### src/gemm_cfg_macros.svh
// =========================================================================
// GEMM configuration bank definitions
// Register address map, bus widths and field widths of the host port
// =========================================================================
`ifndef GEMM_CFG_MACROS_SVH
`define GEMM_CFG_MACROS_SVH

// Bus and field widths
`define CFG_ADDR_W 8
`define CFG_DATA_W 32
`define CFG_DIM_W  16
`define CFG_TILE_W 13
`define CFG_SRAM_W 16
`define CFG_DRAM_W 32
`define CFG_MODE_W 2

// Register address map
`define CFG_ADDR_CTRL        8'h00
`define CFG_ADDR_STATUS      8'h04
`define CFG_ADDR_MATRIX_M    8'h08
`define CFG_ADDR_MATRIX_N    8'h0C
`define CFG_ADDR_MATRIX_K    8'h10
`define CFG_ADDR_TILE_MN     8'h14
`define CFG_ADDR_BUF_MODE    8'h18
`define CFG_ADDR_DRAM_A      8'h1C
`define CFG_ADDR_DRAM_B      8'h20
`define CFG_ADDR_DRAM_C      8'h24
`define CFG_ADDR_SRAM_A_PING 8'h28
`define CFG_ADDR_SRAM_A_PONG 8'h2C
`define CFG_ADDR_SRAM_B_PING 8'h30
`define CFG_ADDR_SRAM_B_PONG 8'h34
`define CFG_ADDR_SRAM_C      8'h38
`define CFG_ADDR_BASELINE    8'h3C
`define CFG_ADDR_TILE_K      8'h58

`endif

### src/gemm_cfg_pkg.sv
// =========================================================================
// GEMM configuration bank types
// Host request, configuration structs and the register-select decode
// =========================================================================
`default_nettype none
`include "gemm_cfg_macros.svh"

package gemm_cfg_pkg;

    // One host port cycle
    typedef struct packed {
        logic [`CFG_ADDR_W-1:0] addr;
        logic [`CFG_DATA_W-1:0] wdata;
        logic                   wen;
        logic                   ren;
    } host_req_t;

    typedef struct packed {
        logic [`CFG_DIM_W-1:0] m;
        logic [`CFG_DIM_W-1:0] n;
        logic [`CFG_DIM_W-1:0] k;
    } gemm_dims_t;

    typedef struct packed {
        logic [`CFG_TILE_W-1:0] m;
        logic [`CFG_TILE_W-1:0] n;
        logic [`CFG_TILE_W-1:0] k;
    } tile_dims_t;

    typedef struct packed {
        logic [`CFG_DRAM_W-1:0] a;
        logic [`CFG_DRAM_W-1:0] b;
        logic [`CFG_DRAM_W-1:0] c;
    } dram_bases_t;

    typedef struct packed {
        logic [`CFG_SRAM_W-1:0] a_ping;
        logic [`CFG_SRAM_W-1:0] a_pong;
        logic [`CFG_SRAM_W-1:0] b_ping;
        logic [`CFG_SRAM_W-1:0] b_pong;
        logic [`CFG_SRAM_W-1:0] c;
    } sram_bases_t;

    // Everything the scheduler sees
    typedef struct packed {
        gemm_dims_t             dims;
        tile_dims_t             tiles;
        logic [`CFG_MODE_W-1:0] buffering_mode;
        logic                   baseline_mode;
        dram_bases_t            dram;
        sram_bases_t            sram;
    } gemm_cfg_t;

    typedef enum logic [4:0] {
        REG_CTRL,
        REG_STATUS,
        REG_MATRIX_M,
        REG_MATRIX_N,
        REG_MATRIX_K,
        REG_TILE_MN,
        REG_BUF_MODE,
        REG_DRAM_A,
        REG_DRAM_B,
        REG_DRAM_C,
        REG_SRAM_A_PING,
        REG_SRAM_A_PONG,
        REG_SRAM_B_PING,
        REG_SRAM_B_PONG,
        REG_SRAM_C,
        REG_BASELINE,
        REG_TILE_K,
        REG_UNMAPPED
    } reg_sel_e;

    // Address to register select, shared by write and read decode
    function automatic reg_sel_e decode_reg(input logic [`CFG_ADDR_W-1:0] addr);
        reg_sel_e sel;
        case (addr)
            `CFG_ADDR_CTRL:        sel = REG_CTRL;
            `CFG_ADDR_STATUS:      sel = REG_STATUS;
            `CFG_ADDR_MATRIX_M:    sel = REG_MATRIX_M;
            `CFG_ADDR_MATRIX_N:    sel = REG_MATRIX_N;
            `CFG_ADDR_MATRIX_K:    sel = REG_MATRIX_K;
            `CFG_ADDR_TILE_MN:     sel = REG_TILE_MN;
            `CFG_ADDR_BUF_MODE:    sel = REG_BUF_MODE;
            `CFG_ADDR_DRAM_A:      sel = REG_DRAM_A;
            `CFG_ADDR_DRAM_B:      sel = REG_DRAM_B;
            `CFG_ADDR_DRAM_C:      sel = REG_DRAM_C;
            `CFG_ADDR_SRAM_A_PING: sel = REG_SRAM_A_PING;
            `CFG_ADDR_SRAM_A_PONG: sel = REG_SRAM_A_PONG;
            `CFG_ADDR_SRAM_B_PING: sel = REG_SRAM_B_PING;
            `CFG_ADDR_SRAM_B_PONG: sel = REG_SRAM_B_PONG;
            `CFG_ADDR_SRAM_C:      sel = REG_SRAM_C;
            `CFG_ADDR_BASELINE:    sel = REG_BASELINE;
            `CFG_ADDR_TILE_K:      sel = REG_TILE_K;
            default:               sel = REG_UNMAPPED;
        endcase
        return sel;
    endfunction

endpackage

`default_nettype wire

### src/gemm_cfg_field_regs.sv
// =========================================================================
// GEMM configuration field registers
// Decodes host writes and holds every configuration field, writes are
// accepted only while the scheduler is idle
// =========================================================================
`default_nettype none
`include "gemm_cfg_macros.svh"

module gemm_cfg_field_regs (
    input  wire logic                   clk,
    input  wire logic                   rst_n,
    input  wire gemm_cfg_pkg::host_req_t host,
    input  wire logic                   busy,
    output gemm_cfg_pkg::gemm_cfg_t     cfg
);

    import gemm_cfg_pkg::*;

    reg_sel_e wr_sel;
    logic     wr_en;

    assign wr_sel = decode_reg(host.addr);

    // Config is frozen while a GEMM is running
    assign wr_en = host.wen && !busy;

    // =========================================================================
    // Field storage
    // =========================================================================
    always_ff @(posedge clk or negedge rst_n) begin
        if (!rst_n) begin
            cfg <= '0;
        end else if (wr_en) begin
            case (wr_sel)
                REG_MATRIX_M: cfg.dims.m <= host.wdata[`CFG_DIM_W-1:0];
                REG_MATRIX_N: cfg.dims.n <= host.wdata[`CFG_DIM_W-1:0];
                REG_MATRIX_K: cfg.dims.k <= host.wdata[`CFG_DIM_W-1:0];
                // Tile M and N share one word
                REG_TILE_MN: begin
                    cfg.tiles.m <= host.wdata[`CFG_TILE_W-1:0];
                    cfg.tiles.n <= host.wdata[2*`CFG_TILE_W-1:`CFG_TILE_W];
                end
                REG_BUF_MODE: cfg.buffering_mode <= host.wdata[`CFG_MODE_W-1:0];
                REG_DRAM_A: cfg.dram.a <= host.wdata[`CFG_DRAM_W-1:0];
                REG_DRAM_B: cfg.dram.b <= host.wdata[`CFG_DRAM_W-1:0];
                REG_DRAM_C: cfg.dram.c <= host.wdata[`CFG_DRAM_W-1:0];
                REG_SRAM_A_PING: cfg.sram.a_ping <= host.wdata[`CFG_SRAM_W-1:0];
                REG_SRAM_A_PONG: cfg.sram.a_pong <= host.wdata[`CFG_SRAM_W-1:0];
                REG_SRAM_B_PING: cfg.sram.b_ping <= host.wdata[`CFG_SRAM_W-1:0];
                REG_SRAM_B_PONG: cfg.sram.b_pong <= host.wdata[`CFG_SRAM_W-1:0];
                REG_SRAM_C: cfg.sram.c <= host.wdata[`CFG_SRAM_W-1:0];
                REG_BASELINE: cfg.baseline_mode <= host.wdata[0];
                // Tile K word also carries a copy of the buffering mode
                REG_TILE_K: begin
                    cfg.tiles.k <= host.wdata[`CFG_TILE_W-1:0];
                    cfg.buffering_mode <=
                        host.wdata[`CFG_TILE_W+`CFG_MODE_W-1:`CFG_TILE_W];
                end
                // CTRL, STATUS and holes hold no field
                default: ;
            endcase
        end
    end

endmodule

`default_nettype wire

### src/gemm_cfg_validator.sv
// =========================================================================
// GEMM tiling validator
// Flags a configuration as legal when every dimension is non-zero and
// each matrix dimension is a whole multiple of its tile
// =========================================================================
`default_nettype none
`include "gemm_cfg_macros.svh"

module gemm_cfg_validator (
    input  wire gemm_cfg_pkg::gemm_cfg_t cfg,
    output logic                         config_valid
);

    // One axis of the tiling check
    function automatic logic axis_ok(input logic [`CFG_DIM_W-1:0]  dim,
                                     input logic [`CFG_TILE_W-1:0] tile);
        logic [`CFG_DIM_W-1:0] tile_ext;
        tile_ext = {{(`CFG_DIM_W-`CFG_TILE_W){1'b0}}, tile};
        // Zero tile short-circuits before the remainder matters
        return (dim != '0) && (tile != '0) && ((dim % tile_ext) == '0);
    endfunction

    logic m_ok;
    logic n_ok;
    logic k_ok;

    assign m_ok = axis_ok(cfg.dims.m, cfg.tiles.m);
    assign n_ok = axis_ok(cfg.dims.n, cfg.tiles.n);
    assign k_ok = axis_ok(cfg.dims.k, cfg.tiles.k);

    assign config_valid = m_ok && n_ok && k_ok;

endmodule

`default_nettype wire

### src/gemm_cfg_launch_ctrl.sv
// =========================================================================
// GEMM launch control
// CTRL register decode, one-cycle start and reset pulses, sticky error
// =========================================================================
`default_nettype none
`include "gemm_cfg_macros.svh"

module gemm_cfg_launch_ctrl (
    input  wire logic                    clk,
    input  wire logic                    rst_n,
    input  wire gemm_cfg_pkg::host_req_t host,
    input  wire logic                    busy,
    input  wire logic                    config_valid,
    input  wire logic                    error_in,
    output logic                         start,
    output logic                         ctrl_reset,
    output logic                         error_out
);

    logic ctrl_wr;
    logic start_req;

    assign ctrl_wr   = host.wen && (host.addr == `CFG_ADDR_CTRL);
    // A start while busy is simply dropped
    assign start_req = ctrl_wr && host.wdata[0] && !busy;

    // =========================================================================
    // Pulses
    // =========================================================================
    always_ff @(posedge clk or negedge rst_n) begin
        if (!rst_n) begin
            start      <= 1'b0;
            ctrl_reset <= 1'b0;
        end else begin
            start <= start_req && config_valid;
            // Reset bit is honored even mid-run so software can abort
            ctrl_reset <= ctrl_wr && host.wdata[1];
        end
    end

    // =========================================================================
    // Sticky error
    // =========================================================================
    // Clear by controller reset wins, then datapath error, then bad start
    always_ff @(posedge clk or negedge rst_n) begin
        if (!rst_n) begin
            error_out <= 1'b0;
        end else if (ctrl_reset) begin
            error_out <= 1'b0;
        end else if (error_in) begin
            error_out <= 1'b1;
        end else if (start_req && !config_valid) begin
            error_out <= 1'b1;
        end
    end

endmodule

`default_nettype wire

### src/gemm_cfg_read_port.sv
// =========================================================================
// GEMM configuration read port
// Latches the read address on ren and returns the selected register
// one edge later, fields packed back into their mapped positions
// =========================================================================
`default_nettype none
`include "gemm_cfg_macros.svh"

module gemm_cfg_read_port (
    input  wire logic                    clk,
    input  wire logic                    rst_n,
    input  wire gemm_cfg_pkg::host_req_t host,
    input  wire gemm_cfg_pkg::gemm_cfg_t cfg,
    input  wire logic                    start,
    input  wire logic                    ctrl_reset,
    input  wire logic                    error_out,
    input  wire logic                    busy,
    input  wire logic                    done,
    output logic [`CFG_DATA_W-1:0]       rdata
);

    import gemm_cfg_pkg::*;

    reg_sel_e               rd_sel;
    logic [`CFG_DATA_W-1:0] rd_word;

    // Selection holds until the next ren
    always_ff @(posedge clk or negedge rst_n) begin
        if (!rst_n) begin
            rd_sel <= REG_CTRL;
        end else if (host.ren) begin
            rd_sel <= decode_reg(host.addr);
        end
    end

    // =========================================================================
    // Read mux
    // =========================================================================
    always_comb begin
        rd_word = '0;
        case (rd_sel)
            REG_CTRL: begin
                rd_word[0] = start;
                rd_word[1] = ctrl_reset;
            end
            REG_STATUS: begin
                rd_word[0] = busy;
                rd_word[1] = done;
                rd_word[2] = error_out;
            end
            REG_MATRIX_M: rd_word[`CFG_DIM_W-1:0] = cfg.dims.m;
            REG_MATRIX_N: rd_word[`CFG_DIM_W-1:0] = cfg.dims.n;
            REG_MATRIX_K: rd_word[`CFG_DIM_W-1:0] = cfg.dims.k;
            REG_TILE_MN: begin
                rd_word[`CFG_TILE_W-1:0]              = cfg.tiles.m;
                rd_word[2*`CFG_TILE_W-1:`CFG_TILE_W] = cfg.tiles.n;
            end
            REG_BUF_MODE: rd_word[`CFG_MODE_W-1:0] = cfg.buffering_mode;
            REG_DRAM_A: rd_word[`CFG_DRAM_W-1:0] = cfg.dram.a;
            REG_DRAM_B: rd_word[`CFG_DRAM_W-1:0] = cfg.dram.b;
            REG_DRAM_C: rd_word[`CFG_DRAM_W-1:0] = cfg.dram.c;
            REG_SRAM_A_PING: rd_word[`CFG_SRAM_W-1:0] = cfg.sram.a_ping;
            REG_SRAM_A_PONG: rd_word[`CFG_SRAM_W-1:0] = cfg.sram.a_pong;
            REG_SRAM_B_PING: rd_word[`CFG_SRAM_W-1:0] = cfg.sram.b_ping;
            REG_SRAM_B_PONG: rd_word[`CFG_SRAM_W-1:0] = cfg.sram.b_pong;
            REG_SRAM_C: rd_word[`CFG_SRAM_W-1:0] = cfg.sram.c;
            REG_BASELINE: rd_word[0] = cfg.baseline_mode;
            REG_TILE_K: begin
                rd_word[`CFG_TILE_W-1:0] = cfg.tiles.k;
                rd_word[`CFG_TILE_W+`CFG_MODE_W-1:`CFG_TILE_W] = cfg.buffering_mode;
            end
            // Unmapped reads back zero
            default: rd_word = '0;
        endcase
    end

    always_ff @(posedge clk or negedge rst_n) begin
        if (!rst_n) begin
            rdata <= '0;
        end else begin
            rdata <= rd_word;
        end
    end

endmodule

`default_nettype wire

### src/gemm_config_regs.sv
// =========================================================================
// GEMM configuration register bank
// Host-programmable tiling configuration with validated start
// =========================================================================
`default_nettype none
`include "gemm_cfg_macros.svh"

module gemm_config_regs (
    input  wire logic                    clk,
    input  wire logic                    rst_n,
    input  wire gemm_cfg_pkg::host_req_t host,
    input  wire logic                    busy,
    input  wire logic                    done,
    input  wire logic                    error_in,
    output gemm_cfg_pkg::gemm_cfg_t      cfg,
    output logic                         start,
    output logic                         ctrl_reset,
    output logic                         error_out,
    output logic [`CFG_DATA_W-1:0]       rdata
);

    logic config_valid;

    gemm_cfg_field_regs u_field_regs (
        .clk   (clk),
        .rst_n (rst_n),
        .host  (host),
        .busy  (busy),
        .cfg   (cfg)
    );

    gemm_cfg_validator u_validator (
        .cfg          (cfg),
        .config_valid (config_valid)
    );

    gemm_cfg_launch_ctrl u_launch_ctrl (
        .clk          (clk),
        .rst_n        (rst_n),
        .host         (host),
        .busy         (busy),
        .config_valid (config_valid),
        .error_in     (error_in),
        .start        (start),
        .ctrl_reset   (ctrl_reset),
        .error_out    (error_out)
    );

    gemm_cfg_read_port u_read_port (
        .clk        (clk),
        .rst_n      (rst_n),
        .host       (host),
        .cfg        (cfg),
        .start      (start),
        .ctrl_reset (ctrl_reset),
        .error_out  (error_out),
        .busy       (busy),
        .done       (done),
        .rdata      (rdata)
    );

endmodule

`default_nettype wire

### config.mk
export PLATFORM = sky130hd
export DESIGN_NAME = gemm_config_regs
export DESIGN_NICKNAME = d
export VERILOG_FILES = /design/src/gemm_cfg_pkg.sv /design/src/gemm_cfg_field_regs.sv /design/src/gemm_cfg_validator.sv /design/src/gemm_cfg_launch_ctrl.sv /design/src/gemm_cfg_read_port.sv /design/src/gemm_config_regs.sv
export VERILOG_INCLUDE_DIRS = /design/src
export SDC_FILE = /design/constraint.sdc
export NUM_CORES = 2
export LEC_CHECK = 0
export BUFFER_PORTS_ARGS = -buffer_cell sky130_fd_sc_hd__buf_2
export CELL_PAD_IN_SITES_DETAIL_PLACEMENT = 2
export CELL_PAD_IN_SITES_GLOBAL_PLACEMENT = 2
export CORE_MARGIN = 4
export CORE_UTILIZATION = 34
export CTS_CLUSTER_SIZE = 25
export DETAILED_ROUTE_END_ITERATION = 10
export HOLD_SLACK_MARGIN = 0.02
export PLACE_DENSITY = 0.79
export RECOVER_POWER = 50
export SLEW_MARGIN = 20
export SYNTH_ARGS = -nofsm -noshare
export SYNTH_HDL_FRONTEND = slang
export SYNTH_HIERARCHICAL = 1
export SYNTH_SLANG_ARGS = --single-unit
### constraint.sdc
create_clock -name clk -period 31.3 [get_ports clk]
set_input_delay 4.695 -clock clk [delete_from_list [all_inputs] [get_ports clk]]
set_output_delay 4.695 -clock clk [all_outputs]
set_load 0.02 [all_outputs]
==> flow_metrics.env <==
export IMPL_netlist_instances=4148
export IMPL_synth_area_top_cells="dfrtp_1, ha_1, mux2_2"
export IMPL_rrSetupSlack_ps=-420
export IMPL_drc=0
export IMPL_holdWs_ps=536
export IMPL_hold_viol_final=0
export IMPL_cap_violations=6
export IMPL_drtIter0Drc=4193
export IMPL_netlist_area_um2=35400
export IMPL_layout_nets=5309
export IMPL_start_kind="register"
export IMPL_max_slew_margin_pct=-368
export IMPL_die_w_um=331
export IMPL_drt_wl_total_um=215000
export IMPL_path_class="reg -> reg"
export IMPL_dpl_hpwl_um=150000
export IMPL_cts_root_buffer="clkbuf_16"
export IMPL_outcome="finished, violations left"
export IMPL_ys_types=115
export IMPL_post_route_min_period_ps=31720
export IMPL_via_per_inst=6.62
export IMPL_htree_levels=2
export IMPL_finalSetupViolCount=2
export IMPL_die_h_um=331
export IMPL_portBuffers=347
export IMPL_fillers=11500
export IMPL_crit_top_cell="ha_1"
export IMPL_synth_main_ff_cell="dfrtp_1"
export IMPL_grt_pass1_vias=43600
export IMPL_firstDrtPassIters=6
export IMPL_reg2reg_to="u_launch_ctrl/error_out$_DFFE_PN0P_"
export IMPL_min_period_over_period_pct=101
export IMPL_vias=41700
export IMPL_crit_slowest_cell="a2111oi_0"
export IMPL_worst_slack_ps=-421
export IMPL_grt_overflow=0
export IMPL_io_pins=348
export IMPL_clk_pin_slew_ps=80
export IMPL_r2r_start="u_field_regs/cfg[212]$_DFFE_PN0P_"
export IMPL_start_util_pct=34.2
export IMPL_ys_seq_area_share_pct=21.7
export IMPL_violations="capacitance limit, slew limit, setup timing"
export IMPL_drv_slew=384
export IMPL_grt_pass1_wl_um=289000
export IMPL_wl_per_cell_um=34.2
export IMPL_clkSinkCount=306
export IMPL_hold_path_startpoint="u_field_regs/cfg[7]$_DFFE_PN0P_"
export IMPL_clock_skew_ps=29.8
export IMPL_regArea_um2=7670
export IMPL_clockBufferDepth=3
export IMPL_antenna_left=0
export IMPL_area_delta_synth_final_pct=24.2
export IMPL_synth_top_area_share_pct=21.7
export IMPL_final_cell_mix="buf_4, ha_1, mux2_2, nor2_1, dfrtp_1"
export IMPL_pre_cts_slack_ps=-1280
export IMPL_grt_max_degree=180
export IMPL_synth_async_reset_ratio_pct=100
export IMPL_drive_above_1_share_pct=27.0
export IMPL_ctsHoldBuffers=0
export IMPL_hold_class="reg -> reg"
export IMPL_worst_ep_required_time_ps=31750
export IMPL_track_usage_pct=34.9
export IMPL_synth_edf_count=0
export IMPL_layout_commonest_cell="buf_4"
export IMPL_cp_end_kind="register"
export IMPL_hold_path_endpoint="u_field_regs/cfg[7]$_DFFE_PN0P_"
export IMPL_crit_fanout=10
export IMPL_yosys_area_top_type="dfrtp_1"
export IMPL_place_congestion=0.953
export IMPL_max_stage_delay_ps=930
export IMPL_cts_buffers=36
export IMPL_multi_input_area_um2=27400
export IMPL_crit_arrival_ps=32170
export IMPL_row_count=118
export IMPL_worstSkewPairLatency_ps=610
export IMPL_tightest_slew_ps=7030
export IMPL_reg2regPathDepth=130
export IMPL_fp_coreArea_um2=103000
export IMPL_synth_warnings=6
export IMPL_syn_area_per_cell_um2=8.53
export IMPL_synth_seq_cells=306
export IMPL_cts_tree="built"
export IMPL_syn_nets=4592
export IMPL_antenna_found_initial=39
export IMPL_min_path_cells=1
export IMPL_fmax_ghz=0.0315
export IMPL_die_area_um2=109000
export IMPL_setup_tns_ps=-818
-- worst max-delay path: cells and delay by family (launching register included) --
| family | cells | cell delay (ps) |
|---|---|---|
| fa+ha+maj | 15 | 5200 |
| buf+inv | 17 | 2500 |
| compound gates | 69 | 15950 |
| simple gates | 25 | 6080 |
| mux | 4 | 1300 |
| flops | 1 | 430 |
-- cells by family after synthesis --
family                   count (synthesis)  share of synthesized area [%]
AO/OA/AOI/OAI                         1141                           22.5
XOR/XNOR                               203                           5.03
buffers and inverters                  356                           4.07
multiplexers                           419                           13.1
AND/OR/NAND/NOR                       1326                           19.5
flip-flops                             306                           21.7
adder cells (fa/ha/maj)                397                           14.1
-- cells in the mapped netlist, types with 12 or more instances --
cell	count
a2111oi_0	33
a211o_1	15
a211oi_1	40
a21boi_0	34
a21o_1	93
a21oi_1	228
a221oi_1	13
a22oi_1	39
a31oi_1	36
and2_1	30
and3_1	87
buf_2	26
clkbuf_1	123
dfrtp_1	306
ha_1	394
inv_1	186
mux2_2	344
mux2i_1	71
nand2_1	276
nand2b_1	35
nand3_1	85
nand3b_1	21
nand4_1	50
nor2_1	325
nor2b_1	33
nor3_1	143
nor3b_1	12
nor4_1	51
nor4b_1	15
o2111ai_1	12
o211ai_1	52
o21a_1	104
o21ai_0	186
o21bai_1	23
o22ai_1	12
o31a_1	17
o31ai_1	31
or2_2	31
or3_1	52
or4_1	12
xnor2_1	124
xor2_1	79
-- final cells by class --
class / count / share of cell area, %
Multi-Input combinational cell: 3486 / 62.3
Inverter: 189 / 1.62
Sequential cell: 306 / 17.5
Clock inverter: 10 / 0.268
Tap cell: 1380 / 3.93
Antenna cell: 26 / 0.148
Clock buffer: 54 / 2.34
Timing Repair Buffer: 846 / 11.9
-- what timing repair did --
| item | CTS | global route |
|---|---|---|
| pin swaps | 5 | 38 |
| resized for setup | 52 | 195 |
| buffers inserted | 8 | 28 |
| endpoints found under the setup margin | 2 | 2 |
-- how the worst max path moves through the flow --
stage / start / depth (start not counted) / slack (ps) / endpoint
after global placement: u_field_regs/cfg[191]$_DFFE_PN0P_ / 132 / -470 / u_launch_ctrl/error_out$_DFFE_PN0P_
after CTS: u_field_regs/cfg[211]$_DFFE_PN0P_ / 134 / 10 / u_launch_ctrl/start$_DFF_PN0_
after global routing: u_field_regs/cfg[212]$_DFFE_PN0P_ / 135 / -1440 / u_launch_ctrl/error_out$_DFFE_PN0P_
after detailed placement: u_field_regs/cfg[204]$_DFFE_PN0P_ / 123 / -1280 / u_launch_ctrl/error_out$_DFFE_PN0P_
final: u_field_regs/cfg[212]$_DFFE_PN0P_ / 130 / -420 / u_launch_ctrl/error_out$_DFFE_PN0P_
after floorplan: u_field_regs/cfg[191]$_DFFE_PN0P_ / 129 / 1820 / u_launch_ctrl/error_out$_DFFE_PN0P_
-- layer usage --
metal	part of all wire (%)	vias to the layer above	GRT usage (%)	wire (um)
li1	-	17100	-	-
met1	37	21000	41.4	79900
met2	45	2615	57.0	95900
met3	10	954	9.07	21800
met4	8.2	12	20.4	17600
met5	0.038	-	0	82
-- sequential cells by signal (all words and copies together) (netlist names) --
signal and count:
u_field_regs/cfg 266, u_read_port/rdata 32, u_read_port/rd_sel 5, u_launch_ctrl/ctrl_reset 1
u_launch_ctrl/error_out 1, u_launch_ctrl/start 1
-- through the flow --
step | utilization, % | instance area [um2] | instances
floorplan | - | 35400 | 4148
global placement | 40.3 | 41600 | 6168
detailed placement | 40.3 | 41600 | 6169
CTS | 41.7 | 43100 | 6241
global route | 42.5 | 43900 | 6288
finish | 42.5 | 43900 | 6297
Power is left out: the tool's default activity adds up to more than one toggle a clock period on the data nets, which glitch-free logic cannot reach.
